===== config.mk =====
export PLATFORM = sky130hd
export DESIGN_NAME = vector_lane
export DESIGN_NICKNAME = d
export VERILOG_FILES = /design/src/lane_stream_pkg.sv /design/src/lane_isa_pkg.sv /design/src/vector_lane.sv /design/src/vector_exec.sv /design/src/addr_sequencer.sv /design/src/lane_decoder.sv /design/src/stream_fifo.sv
export VERILOG_INCLUDE_DIRS = /design/src
export SDC_FILE = /design/constraint.sdc
export NUM_CORES = 2
export LEC_CHECK = 0
export BUFFER_PORTS_ARGS = -buffer_cell sky130_fd_sc_hd__buf_2
export CORE_UTILIZATION = 52
export DETAILED_ROUTE_END_ITERATION = 8
export PLACE_DENSITY = 0.82
export SLEW_MARGIN = 25
export SYNTH_ARGS = -nofsm -noshare
export SYNTH_HDL_FRONTEND = slang
export SYNTH_HIERARCHICAL = 1
export SYNTH_SLANG_ARGS = --single-unit

===== constraint.sdc =====
create_clock -name clk -period 8.85 [get_ports clk]
set_input_delay 0.4425 -clock clk [delete_from_list [all_inputs] [get_ports clk]]
set_output_delay 0.4425 -clock clk [all_outputs]
set_load 0.01 [all_outputs]

===== src/lane_config.svh =====
`ifndef LANE_CONFIG_SVH
`define LANE_CONFIG_SVH

// number of simd lanes per stream word
`define LANE_COUNT 4

// bits per lane
`define LANE_WIDTH 16

// vector register file entries and address width
`define VRF_DEPTH 16
`define VRF_ADDR_W 4

// words per stream fifo
`define FIFO_DEPTH 8

// instruction word width
`define INSTR_WIDTH 16

`endif

===== src/lane_stream_pkg.sv =====
`include "lane_config.svh"
`default_nettype none

package lane_stream_pkg;

    // one lane value
    typedef logic [`LANE_WIDTH-1:0] lane_word_t;

    // lane 0 sits in the low bits
    typedef lane_word_t [`LANE_COUNT-1:0] stream_word_t;

    // truncating multiply-accumulate of one lane
    function automatic lane_word_t mac_lane(
        input lane_word_t acc,
        input lane_word_t a,
        input lane_word_t b
    );
        return acc + a * b;
    endfunction

endpackage

`default_nettype wire


===== src/lane_isa_pkg.sv =====
`include "lane_config.svh"
`default_nettype none

package lane_isa_pkg;

    // opcode in instr[15:12] and any other code is unknown
    typedef enum logic [3:0] {
        OP_VCLR       = 4'd1,  // zero fill, vmv.v.i path
        OP_VLOAD      = 4'd2,  // stream words into entries
        OP_VMACC      = 4'd3,  // lane-wise multiply-accumulate
        OP_VSTREAMOUT = 4'd4   // entries to output stream
    } opcode_e;

    typedef enum logic {
        SEQ_IDLE,
        SEQ_RUN
    } seq_state_e;

    typedef logic [`VRF_ADDR_W-1:0] vaddr_t;

    // run length minus one
    typedef logic [3:0] len_t;

    typedef struct packed {
        logic [3:0] opcode;  // bits 15..12
        vaddr_t     vr;      // bits 11..8
        vaddr_t     vw;      // bits 7..4
        len_t       len;     // bits 3..0
    } instr_t;

endpackage

`default_nettype wire


===== src/vector_lane.sv =====
`include "lane_config.svh"
`default_nettype none

module vector_lane (
    input  wire logic                          clk,
    input  wire logic                          i_rst_n,
    input  wire logic [`INSTR_WIDTH-1:0]       i_instr,
    input  wire logic                          i_instr_valid,
    output logic                               o_busy,
    output logic                               o_done,
    input  wire lane_stream_pkg::stream_word_t i_tdata_in,
    input  wire logic                          i_tvalid_in,
    output logic                               o_tready_in,
    output lane_stream_pkg::stream_word_t      o_tdata_out,
    output logic                               o_tvalid_out,
    input  wire logic                          i_tready_out
);
    import lane_isa_pkg::*;
    import lane_stream_pkg::*;

    // decoder to sequencer
    logic         dec_start;
    opcode_e      dec_op;
    vaddr_t       dec_vr;
    vaddr_t       dec_vw;
    len_t         dec_len;

    // sequencer to execute and fifos
    opcode_e      seq_op;
    vaddr_t       rd_addr;
    vaddr_t       wr_addr;
    logic         wen;
    logic         pop_in;
    logic         push_out;

    stream_word_t in_word;
    stream_word_t rd_word;
    logic         in_empty;
    logic         in_full;
    logic         out_empty;
    logic         out_full;

    assign o_tready_in  = !in_full;
    assign o_tvalid_out = !out_empty;

    stream_fifo u_fifo_in (
        .clk     (clk),
        .i_rst_n (i_rst_n),
        .i_push  (i_tvalid_in),   // ignored when full
        .i_pop   (pop_in),
        .i_din   (i_tdata_in),
        .o_dout  (in_word),
        .o_empty (in_empty),
        .o_full  (in_full)
    );

    lane_decoder u_decoder (
        .clk           (clk),
        .i_rst_n       (i_rst_n),
        .i_instr       (i_instr),
        .i_instr_valid (i_instr_valid),
        .i_busy        (o_busy),
        .o_start       (dec_start),
        .o_op          (dec_op),
        .o_vr          (dec_vr),
        .o_vw          (dec_vw),
        .o_len         (dec_len)
    );

    addr_sequencer u_sequencer (
        .clk        (clk),
        .i_rst_n    (i_rst_n),
        .i_start    (dec_start),
        .i_op       (dec_op),
        .i_vr       (dec_vr),
        .i_vw       (dec_vw),
        .i_len      (dec_len),
        .i_in_empty (in_empty),
        .i_out_full (out_full),
        .o_busy     (o_busy),
        .o_done     (o_done),
        .o_op       (seq_op),
        .o_rd_addr  (rd_addr),
        .o_wr_addr  (wr_addr),
        .o_wen      (wen),
        .o_pop_in   (pop_in),
        .o_push_out (push_out)
    );

    vector_exec u_exec (
        .clk       (clk),
        .i_op      (seq_op),
        .i_rd_addr (rd_addr),
        .i_wr_addr (wr_addr),
        .i_wen     (wen),
        .i_in_word (in_word),
        .o_rd_word (rd_word)
    );

    stream_fifo u_fifo_out (
        .clk     (clk),
        .i_rst_n (i_rst_n),
        .i_push  (push_out),
        .i_pop   (i_tready_out),  // ignored when empty
        .i_din   (rd_word),
        .o_dout  (o_tdata_out),
        .o_empty (out_empty),
        .o_full  (out_full)
    );

endmodule

`default_nettype wire


===== src/vector_exec.sv =====
`include "lane_config.svh"
`default_nettype none

module vector_exec (
    input  wire logic                          clk,
    input  wire lane_isa_pkg::opcode_e         i_op,
    input  wire lane_isa_pkg::vaddr_t          i_rd_addr,
    input  wire lane_isa_pkg::vaddr_t          i_wr_addr,
    input  wire logic                          i_wen,
    input  wire lane_stream_pkg::stream_word_t i_in_word,
    output lane_stream_pkg::stream_word_t      o_rd_word
);
    import lane_isa_pkg::*;
    import lane_stream_pkg::*;

    stream_word_t vrf [`VRF_DEPTH];
    stream_word_t old_word;   // accumulator operand at the write address
    stream_word_t wr_word;

    // both read ports are combinational, so a step sees all earlier writes
    assign o_rd_word = vrf[i_rd_addr];
    assign old_word  = vrf[i_wr_addr];

    always_comb begin
        case (i_op)
            OP_VCLR: begin
                wr_word = '0;
            end
            OP_VLOAD: begin
                wr_word = i_in_word;  // stream head popped in the same step
            end
            OP_VMACC: begin
                for (int l = 0; l < `LANE_COUNT; l++) begin
                    wr_word[l] = mac_lane(old_word[l], i_in_word[l], o_rd_word[l]);
                end
            end
            default: begin
                wr_word = '0;  // vstreamout only reads
            end
        endcase
    end

    // one entry written per step
    always_ff @(posedge clk) begin
        if (i_wen) begin
            vrf[i_wr_addr] <= wr_word;
        end
    end

endmodule

`default_nettype wire


===== src/addr_sequencer.sv =====
`include "lane_config.svh"
`default_nettype none

module addr_sequencer (
    input  wire logic                  clk,
    input  wire logic                  i_rst_n,
    input  wire logic                  i_start,
    input  wire lane_isa_pkg::opcode_e i_op,
    input  wire lane_isa_pkg::vaddr_t  i_vr,
    input  wire lane_isa_pkg::vaddr_t  i_vw,
    input  wire lane_isa_pkg::len_t    i_len,
    input  wire logic                  i_in_empty,
    input  wire logic                  i_out_full,
    output logic                       o_busy,
    output logic                       o_done,
    output lane_isa_pkg::opcode_e      o_op,
    output lane_isa_pkg::vaddr_t       o_rd_addr,
    output lane_isa_pkg::vaddr_t       o_wr_addr,
    output logic                       o_wen,
    output logic                       o_pop_in,
    output logic                       o_push_out
);
    import lane_isa_pkg::*;

    seq_state_e state_q;
    opcode_e    op_q;
    vaddr_t     rd_ptr_q;
    vaddr_t     wr_ptr_q;
    len_t       left_q;    // remaining elements minus one
    logic       done_q;

    opcode_e    cur_op;
    vaddr_t     cur_rd;
    vaddr_t     cur_wr;
    len_t       cur_left;
    logic       active;
    logic       stall;
    logic       step;
    logic       last;

    // the start cycle already runs step 0 from the decoder fields
    assign active   = i_start || (state_q == SEQ_RUN);
    assign cur_op   = i_start ? i_op  : op_q;
    assign cur_rd   = i_start ? i_vr  : rd_ptr_q;
    assign cur_wr   = i_start ? i_vw  : wr_ptr_q;
    assign cur_left = i_start ? i_len : left_q;

    always_comb begin
        case (cur_op)
            OP_VLOAD, OP_VMACC: stall = i_in_empty;  // wait for a stream word
            OP_VSTREAMOUT:      stall = i_out_full;  // wait for output room
            default:            stall = 1'b0;        // vclr never waits
        endcase
    end

    assign step = active && !stall;
    assign last = step && (cur_left == '0);

    always_ff @(posedge clk) begin
        if (!i_rst_n) begin
            state_q  <= SEQ_IDLE;
            op_q     <= OP_VCLR;
            rd_ptr_q <= '0;
            wr_ptr_q <= '0;
            left_q   <= '0;
            done_q   <= 1'b0;
        end else begin
            done_q <= last;
            if (last) begin
                state_q <= SEQ_IDLE;
            end else if (active) begin
                state_q <= SEQ_RUN;
                op_q    <= cur_op;
                if (step) begin
                    rd_ptr_q <= cur_rd + 1'b1;  // wraps at 16
                    wr_ptr_q <= cur_wr + 1'b1;
                    left_q   <= cur_left - 1'b1;
                end else begin
                    rd_ptr_q <= cur_rd;         // hold on stall
                    wr_ptr_q <= cur_wr;
                    left_q   <= cur_left;
                end
            end
        end
    end

    assign o_busy     = active;
    assign o_done     = done_q;
    assign o_op       = cur_op;
    assign o_rd_addr  = cur_rd;   // vmacc multiplicand and vstreamout source
    assign o_wr_addr  = cur_wr;
    assign o_wen      = step && (cur_op inside {OP_VCLR, OP_VLOAD, OP_VMACC});
    assign o_pop_in   = step && (cur_op inside {OP_VLOAD, OP_VMACC});
    assign o_push_out = step && (cur_op == OP_VSTREAMOUT);

    a_no_start_busy: assert property (@(posedge clk) disable iff (!i_rst_n)
        i_start |-> (state_q == SEQ_IDLE) && !done_q);

    a_done_after_run: assert property (@(posedge clk) disable iff (!i_rst_n)
        o_done |-> !o_busy && $past(active));

endmodule

`default_nettype wire


===== src/lane_decoder.sv =====
`include "lane_config.svh"
`default_nettype none

module lane_decoder (
    input  wire logic                    clk,
    input  wire logic                    i_rst_n,
    input  wire logic [`INSTR_WIDTH-1:0] i_instr,
    input  wire logic                    i_instr_valid,
    input  wire logic                    i_busy,
    output logic                         o_start,
    output lane_isa_pkg::opcode_e        o_op,
    output lane_isa_pkg::vaddr_t         o_vr,
    output lane_isa_pkg::vaddr_t         o_vw,
    output lane_isa_pkg::len_t           o_len
);
    import lane_isa_pkg::*;

    instr_t  instr;
    opcode_e op_dec;
    logic    known;
    logic    accept;

    assign instr = instr_t'(i_instr);

    always_comb begin
        case (instr.opcode)
            OP_VCLR, OP_VLOAD, OP_VMACC, OP_VSTREAMOUT: begin
                known  = 1'b1;
                op_dec = opcode_e'(instr.opcode);
            end
            default: begin
                known  = 1'b0;
                op_dec = OP_VCLR;  // unused while known is low
            end
        endcase
    end

    // strobes while busy or with unknown opcodes fall on the floor
    assign accept = i_instr_valid && !i_busy && known;

    always_ff @(posedge clk) begin
        if (!i_rst_n) begin
            o_start <= 1'b0;
        end else begin
            o_start <= accept;
        end
    end

    always_ff @(posedge clk) begin
        if (accept) begin
            o_op  <= op_dec;
            o_vr  <= instr.vr;
            o_vw  <= instr.vw;
            o_len <= instr.len;
        end
    end

    // start only for isa codes 1 to 4, carrying the strobed opcode
    a_start_known: assert property (@(posedge clk) disable iff (!i_rst_n)
        o_start |-> ($past(i_instr[15:12]) inside {4'd1, 4'd2, 4'd3, 4'd4})
                    && (o_op == $past(i_instr[15:12])));

    // sequencer raises busy during the start cycle, so no back-to-back start
    a_start_single: assert property (@(posedge clk) disable iff (!i_rst_n)
        o_start |=> !o_start);

endmodule

`default_nettype wire


===== src/stream_fifo.sv =====
`include "lane_config.svh"
`default_nettype none

module stream_fifo (
    input  wire logic                          clk,
    input  wire logic                          i_rst_n,
    input  wire logic                          i_push,
    input  wire logic                          i_pop,
    input  wire lane_stream_pkg::stream_word_t i_din,
    output lane_stream_pkg::stream_word_t      o_dout,
    output logic                               o_empty,
    output logic                               o_full
);
    import lane_stream_pkg::*;

    localparam int PTR_W = $clog2(`FIFO_DEPTH);
    localparam logic [PTR_W:0] FULL_COUNT = `FIFO_DEPTH;

    stream_word_t     mem [`FIFO_DEPTH];
    logic [PTR_W-1:0] wr_ptr_q;
    logic [PTR_W-1:0] rd_ptr_q;
    logic [PTR_W:0]   count_q;
    logic             do_push;
    logic             do_pop;

    assign o_empty = (count_q == '0);
    assign o_full  = (count_q == FULL_COUNT);
    assign do_push = i_push && !o_full;   // push on full is dropped
    assign do_pop  = i_pop && !o_empty;   // pop on empty is dropped
    assign o_dout  = mem[rd_ptr_q];       // head falls through

    always_ff @(posedge clk) begin
        if (do_push) begin
            mem[wr_ptr_q] <= i_din;
        end
    end

    always_ff @(posedge clk) begin
        if (!i_rst_n) begin
            wr_ptr_q <= '0;
            rd_ptr_q <= '0;
            count_q  <= '0;
        end else begin
            if (do_push) begin
                wr_ptr_q <= wr_ptr_q + 1'b1;  // depth is a power of two
            end
            if (do_pop) begin
                rd_ptr_q <= rd_ptr_q + 1'b1;
            end
            case ({do_push, do_pop})
                2'b10:   count_q <= count_q + 1'b1;
                2'b01:   count_q <= count_q - 1'b1;
                default: count_q <= count_q;
            endcase
        end
    end

    // occupancy stays within the buffer
    a_no_overflow: assert property (@(posedge clk) disable iff (!i_rst_n)
        count_q <= FULL_COUNT);

    // an empty fifo can only stay empty or gain one word
    a_no_underflow: assert property (@(posedge clk) disable iff (!i_rst_n)
        (count_q == '0) |=> (count_q <= 1));

endmodule

`default_nettype wire


==> Yosys cells after proc, flatten, opt, wreduce, memory -nomap -nowiden <==
Memory sizes are Yosys's and may differ from the RTL's. A register that Yosys moved wholly into a read port is not among the register bits.
Cells that the tools add are included.
{ "classes": {"mul": 4, "reduce_logical": 29, "shifts": 0, "div_mod_pow": 0, "addsub": 15, "magnitude_cmp": 0, "bitwise": 2, "n_eq_ne": 14, "n_mux": 22} }
{ "ops": {"columns": ["cell", "n"], "rows": [
  ["64-bit one-hot mux with 2 select lines", 1],
  ["16-bit adder", 4],
  ["16-bit by 16-bit multiplier with 16-bit output", 4],
  ["4-bit two-way mux", 7],
  ["4-bit by 1-bit adder with 4-bit output, second input constant", 4],
  ["4-bit by 2-bit == test with 1-bit output, second input constant", 4],
  ["4-bit one-hot mux with 2 select lines", 2],
  ["3-bit by 1-bit adder with 3-bit output, second input constant", 4],
  ["4-bit zero test", 3],
  ["3-bit two-way mux", 4],
  ["4-bit by 1-bit subtractor with 4-bit output, second input constant", 3],
  ["1-bit logical AND", 11],
  ["4-bit by 1-bit == test with 1-bit output, second input constant", 2],
  ["4-bit by 3-bit == test with 1-bit output, second input constant", 2],
  ["4-bit == test, second input constant", 2],
  ["1-bit two-way mux", 7],
  ["1-bit zero test", 6],
  ["2-bit nonzero test", 3],
  ["2-bit by 1-bit == test with 1-bit output, second input constant", 2],
  ["2-bit == test, second input constant", 2],
  ["2-bit OR reduction", 2],
  ["4-bit OR reduction", 1],
  ["3-bit nonzero test", 1],
  ["1-bit NOT", 2],
  ["3 further kinds", 3]
]} }
{ "totals": {"n_memories": 3, "latchBits": 0, "inputBits": 85, "reg_bits": 55, "ram_bits": 2048, "output_inout_bits": 68, "wordCells": 106, "romBits": 0} }
{ "memory_table": {"columns": ["name", "words", "width", "read_ports", "rd_ports_with_merged_regs", "wr", "line", "text"], "rows": [
  ["u_exec.vrf", 16, 64, 2, 0, 1, "vector_exec.sv:16", "stream_word_t vrf [`VRF_DEPTH];"],
  ["u_fifo_in.mem", 8, 64, 1, 1, 1, "stream_fifo.sv:19", "stream_word_t mem [`FIFO_DEPTH];"],
  ["u_fifo_out.mem", 8, 64, 1, 1, 1, "stream_fifo.sv:19", null]
]} }

==> Logic depth before layout (Yosys ltp) <==
{ "depth": {"depth_word": 10, "depth_mapped": 37, "depth_no_buf": 27} }

==> Hierarchy <==
Netlist, hierarchy kept.
{ "modules_own_cells": {"columns": ["mod", "seq_area_each_um2", "instances", "cells_per_inst", "area_per_inst_um2"], "rows": [
  ["vector_exec", 30749.5, 1, 4271, 65769.3],
  ["stream_fifo (u_fifo_in)", 15635.0, 1, 813, 19865.3],
  ["stream_fifo (u_fifo_out)", 15635.0, 1, 813, 19864.1],
  ["addr_sequencer", 360.3, 1, 158, 1358.8],
  ["lane_decoder", 500.5, 1, 28, 575.6],
  ["vector_lane", 0.0, 1, 2, 7.5]
]} }

==> Least setup slack after synthesis <==
Ideal clock, no wire load.
{ "synth_path": {"path_kind": "reg-to-reg", "start": "register u_fifo_out.count_q[0]", "end": "memory u_fifo_out/mem[0][0] (netlist name) (enable)", "t_required_ns": 8.206, "arrival_ns": 8.399, "path_stages_with_launch": 11, "n_path_buf": 2, "path_slack_ns": -0.193, "path_cell_list": "dfxtp_1 > or4b_4 > buf_6 > inv_1 > and4bb_2 > a22oi_4 > nand2_1 > buf_2 > nor4b_1 > nand2_4 > nor4_1"} }
{ "synth_between": {"elab_chain_cells": 8, "elab_cells_between_ends": 9, "cone_classes": "eq/ne: 1; mux: 3; reduce/logical: 5"} }
{ "synth_rtl": {"columns": ["element", "line", "text"], "rows": [
  ["start, declared", "stream_fifo.sv:22", "logic [PTR_W:0] count_q;"],
  ["start signal, assigned", "stream_fifo.sv:51", "2'b10: count_q <= count_q + 1'b1;"],
  ["start signal, assigned", "stream_fifo.sv:52", "2'b01: count_q <= count_q - 1'b1;"],
  ["start signal, assigned", "stream_fifo.sv:53", "default: count_q <= count_q;"],
  ["4-bit == test", "stream_fifo.sv:27", "assign o_full = (count_q == FULL_COUNT);"],
  ["net out_full", "vector_lane.sv:41", "logic out_full;"],
  ["1-bit one-hot mux with 2 select lines", "addr_sequencer.sv:49", "case (cur_op)"],
  ["1-bit zero test", "addr_sequencer.sv:56", "assign step = active && !stall;"],
  ["1-bit logical AND", "addr_sequencer.sv:56", null],
  ["1-bit logical AND", "addr_sequencer.sv:94", "assign o_push_out = step && (cur_op == OP_VSTREAMOUT);"],
  ["net push_out", "vector_lane.sv:34", "logic push_out;"],
  ["1-bit logical AND", "stream_fifo.sv:28", "assign do_push = i_push && !o_full;"],
  ["1-bit two-way mux", "stream_fifo.sv:33", "if (do_push) begin"],
  ["1-bit two-way mux (implied by the code)", "stream_fifo.sv:34", "mem[wr_ptr_q] <= i_din;"],
  ["end, declared", "stream_fifo.sv:19", null]
]} }
The timed path passes the listed nets, and every way through them passes these cells.

==> impl_metrics.ini <==
[outcome]
status = complete, no violations

[sta]
period_needed_ps = 8540
finalSetupViolCount = 0
rsz0062_at_grt = false
finalSetupTns_ps = 0
tightest_slew_ps = 1170
fmax_ghz = 0.117
finalCritPeriodShare_pct = 96.5
drv_slew = 0
fin_skew_ps = 81.2
slew_headroom_pct = 22.3
hold_ws_ps = 103
hold_viol_final = 0

[setup_path]
end_kind = register
crit_slowest_cell = fa_1
cp.required_ps = 9360
arrival_ps = 9050
r2r_start = u_decoder/o_start
crit-reg2reg-capture = u_exec/vrf[11][31]
worstPathMaxFanout = 32
r2r_slack_ps = 310
cp.buffers_inverters = 6
slowest_delay_ps = 570
worst-r2r-cell-count = 25
worstSetupPathType = register to register
crit_path_start_kind = register
crit_family = adder cells
cpMostUsedCell = fa_1

[clock_network]
cts_made_buffers = 203
cts.reportedPaths.clkPinSlew_ps = 60
cts_tree = yes
htreeDepth = 4
clk_path_buf_depth = 3
cts_sinks = 2109
clock_latency_ps = 880
cts_root_buf = clkbuf_16

[place]
routabilityCongestion = 0.907
placed_area_mm2 = 0.112
place_hpwl_mm = 167
io_buffers = 152

[route]
vias = 60300
wl_mm = 279
vias_per_cell = 6.48
antenna_left = 0
drc_errors = 0
first_pass_iters = 6
wl_per_cell_um = 30.0
drt_iter0_markers = 7635

[job]
cap_violations = 0

[global_route]
grt-ovfl-total = 0
track_usage_pct = 26.8
grt_max_degree = 101
grt_pass1_vias = 62800
grt_pass1_wl_mm = 412
antenna_found_initial = 9

[die]
die-area_mm2 = 0.208
die_w_um = 457
die_y_um = 457
start_util_pct = 52.4
num_rows = 166
ios = 153
coreArea_mm2 = 0.205

[synthesis]
yosysWarnings = 6
syn_nets = 6768
synth_cell_types = 96
ys.flop_type = edfxtp_1
ys_ff_latch = 2109
synthArstFlopShare_pct = 0
avgSynthCellArea_um2 = 17.7
syn_inst = 6085
ys_seq_area_share_pct = 58.5
synthesis.area_mm2 = 0.107
synth_edf_count = 2064

[power]
p_leak_nw = 41.2
powerDensity_mw_per_mm2 = 268
ir_drop_mv = 0.420

[final_layout]
drive_above_1_share_pct = 25.4
nNetsFinal = 7125
design_area_mm2 = 0.120
area_growth_pct = 11.4

[min_path]
hp-start = i_instr[13]
holdPathStages = 3
hold_class = input port to register
hold-path-endpoint = u_decoder/o_start
==> placed cells by master, fill, tap and decap left out, types with 13 or more instances in the layout <==
| cell | netlist | final |
|---|---|---|
| a21o_1 | 13 | 13 |
| a21oi_1 | 48 | 47 |
| a22o_1 | 17 | 17 |
| and2_1 | 320 | 319 |
| buf_12 | 15 | 29 |
| buf_2 | 36 | 152 |
| buf_4 | 40 | 193 |
| bufinv_16 | 0 | 16 |
| clkbuf_1 | 138 | 40 |
| clkbuf_16 | 0 | 203 |
| clkinv_1 | 2 | 39 |
| clkinv_2 | 0 | 30 |
| dfxtp_1 | 45 | 39 |
| dlygate4sd3_1 | 0 | 84 |
| edfxtp_1 | 2064 | 2064 |
| fa_1 | 376 | 376 |
| ha_1 | 222 | 222 |
| inv_1 | 686 | 678 |
| inv_6 | 0 | 15 |
| mux2_2 | 142 | 142 |
| mux2i_1 | 131 | 117 |
| mux2i_2 | 1 | 13 |
| mux4_1 | 78 | 78 |
| mux4_2 | 758 | 758 |
| nand2_1 | 339 | 339 |
| nand2b_1 | 14 | 14 |
| nand3_1 | 18 | 18 |
| nor2_1 | 59 | 40 |
| nor2_4 | 0 | 19 |
| nor2b_1 | 13 | 13 |
| nor3_1 | 32 | 20 |
| o21ai_0 | 64 | 61 |
| xnor2_1 | 96 | 96 |
| xnor3_1 | 16 | 16 |
| xor2_1 | 43 | 43 |
==> worst max-delay path by stage <==
stage | cells past startpoint | startpoint | slack (ps) | to
CTS | 27 | u_decoder/o_start | 140 | u_exec/vrf[10][47]
detailed placement | 27 | u_decoder/o_start | 240 | u_exec/vrf[8][47]
floorplan | 33 | u_decoder/o_start | 20 | u_exec/vrf[0][31]
global placement | 27 | u_decoder/o_start | 410 | u_exec/vrf[9][63]
global route | 29 | u_decoder/o_start | 30 | u_exec/vrf[15][15]
finish | 25 | u_decoder/o_start | 310 | u_exec/vrf[11][31]
==> power by group <==
| part | switching (mW) | leakage [nW] | internal, mW |
|---|---|---|---|
| registers | 0.0243 | 18.9 | 11.4 |
| clock network | 3.86 | 3.17 | 4.73 |
| logic | 6.64 | 19.1 | 5.38 |
==> state kept, by name, summed over array words and instances (netlist names), 3 cells and up, named ones only <==
signal,count
u_sequencer/wr_ptr_q,4
u_fifo_out/wr_ptr_q,3
u_fifo_in/wr_ptr_q,3
u_fifo_out/mem,512
u_sequencer/left_q,4
u_fifo_out/rd_ptr_q,3
u_fifo_out/count_q,4
u_decoder/o_op,4
u_decoder/o_vr,4
u_fifo_in/rd_ptr_q,3
u_decoder/o_vw,4
u_exec/vrf,1024
u_fifo_in/count_q,4
u_fifo_in/mem,512
u_sequencer/rd_ptr_q,4
u_decoder/o_len,4
u_sequencer/op_q,4
==> metal layers <==
layer / vias up / global-route usage [%] / share of wire, %
met1: 31500 / 35.2 / 36
li1: 24000 / - / -
met5: - / 0 / 0.0043
met2: 4166 / 42.9 / 48
met3: 728 / 6.35 / 12
met4: 2 / 12.0 / 4.9
==> synthesized netlist by cell type (16+ instances only) <==
library cell  instances  area share [%]
a21oi_1              48            0.22
a22o_1               17            0.14
a31oi_1              16           0.093
and2_1              320             1.9
buf_1                54            0.19
buf_2                36            0.17
buf_4                40            0.28
buf_6                19            0.20
clkbuf_1            138            0.48
dfxtp_1              45            0.84
edfxtp_1           2064              58
fa_1                376             7.0
ha_1                222             2.6
inv_1               686             2.4
mux2_2              142             1.5
mux2i_1             131             1.2
mux4_1               78             1.9
mux4_2              758              16
nand2_1             339             1.2
nand3_1              18           0.084
nor2_1               59            0.21
nor3_1               32            0.15
o21ai_0              64            0.30
xnor2_1              96            0.78
xnor3_1              16            0.34
xor2_1               43            0.35
==> per-stage QoR <==
step / util [%] / cells / worst slack [ps] / power, mW
2_1_floorplan: - / 6085 / 16.7 / 20.6
3_3_place_gp: 54.7 / 8838 / 410 / 22.9
3_5_place_dp: 54.7 / 8840 / 237 / 23.2
4_1_cts: 58.4 / 9297 / 136 / 31.9
5_1_grt: 58.4 / 9299 / 25.2 / 33.7
6_report: 58.4 / 9302 / 311 / 32.0
==> logic make-up (layout without fill, tap and decap cells) <==
| kind of cell | count (synthesis) | count (layout) | share of synthesized area (%) |
|---|---|---|---|
| buf+inv | 1001 | 1526 | 4.13 |
| xor+xnor | 160 | 160 | 1.57 |
| compound gates | 255 | 255 | 1.61 |
| other cells | 1 | 5 | 0.00349 |
| fa+ha+maj | 598 | 598 | 9.59 |
| mux | 1110 | 1110 | 20.5 |
| flops | 2109 | 2109 | 58.5 |
| simple gates | 851 | 851 | 4.06 |
==> area by class of cell <==
class,instances,area [um2]
fillers,14100,85300
flip-flops and latches,2109,62900
multi-input cells,2975,40500
clock buffers,243,5230
repair buffers,463,3720
well taps,2688,3360
inverters,690,2640
clock inverters,130,1360
diodes,4,10.0
==> timing repair <==
item	CTS	global route
resized for setup	0	8
endpoints found under the hold margin	530	0
setup endpoints to repair	0	64
hold buffers	84	0
buffers inserted	0	0
==> worst register-to-register path: stages, from the launching register on <==
cell     delay, ps
dfxtp_1        360
buf_4          260
mux2i_1        210
buf_4          170
inv_8          120
inv_2          510
buf_4          350
mux2i_1        370
mux2i_2        250
and2_1         260
fa_1           500
inv_1           50
fa_1           460
fa_1           490
fa_1           570
fa_1           440
fa_1           400
xor2_1         180
xnor2_1        240
xnor2_1        180
xnor3_1        360
xor3_1         370
xnor3_1        210
xnor3_1        390
xnor2_1        300
o21ai_4        180
Note: power is estimated with default switching activity, not from simulation.
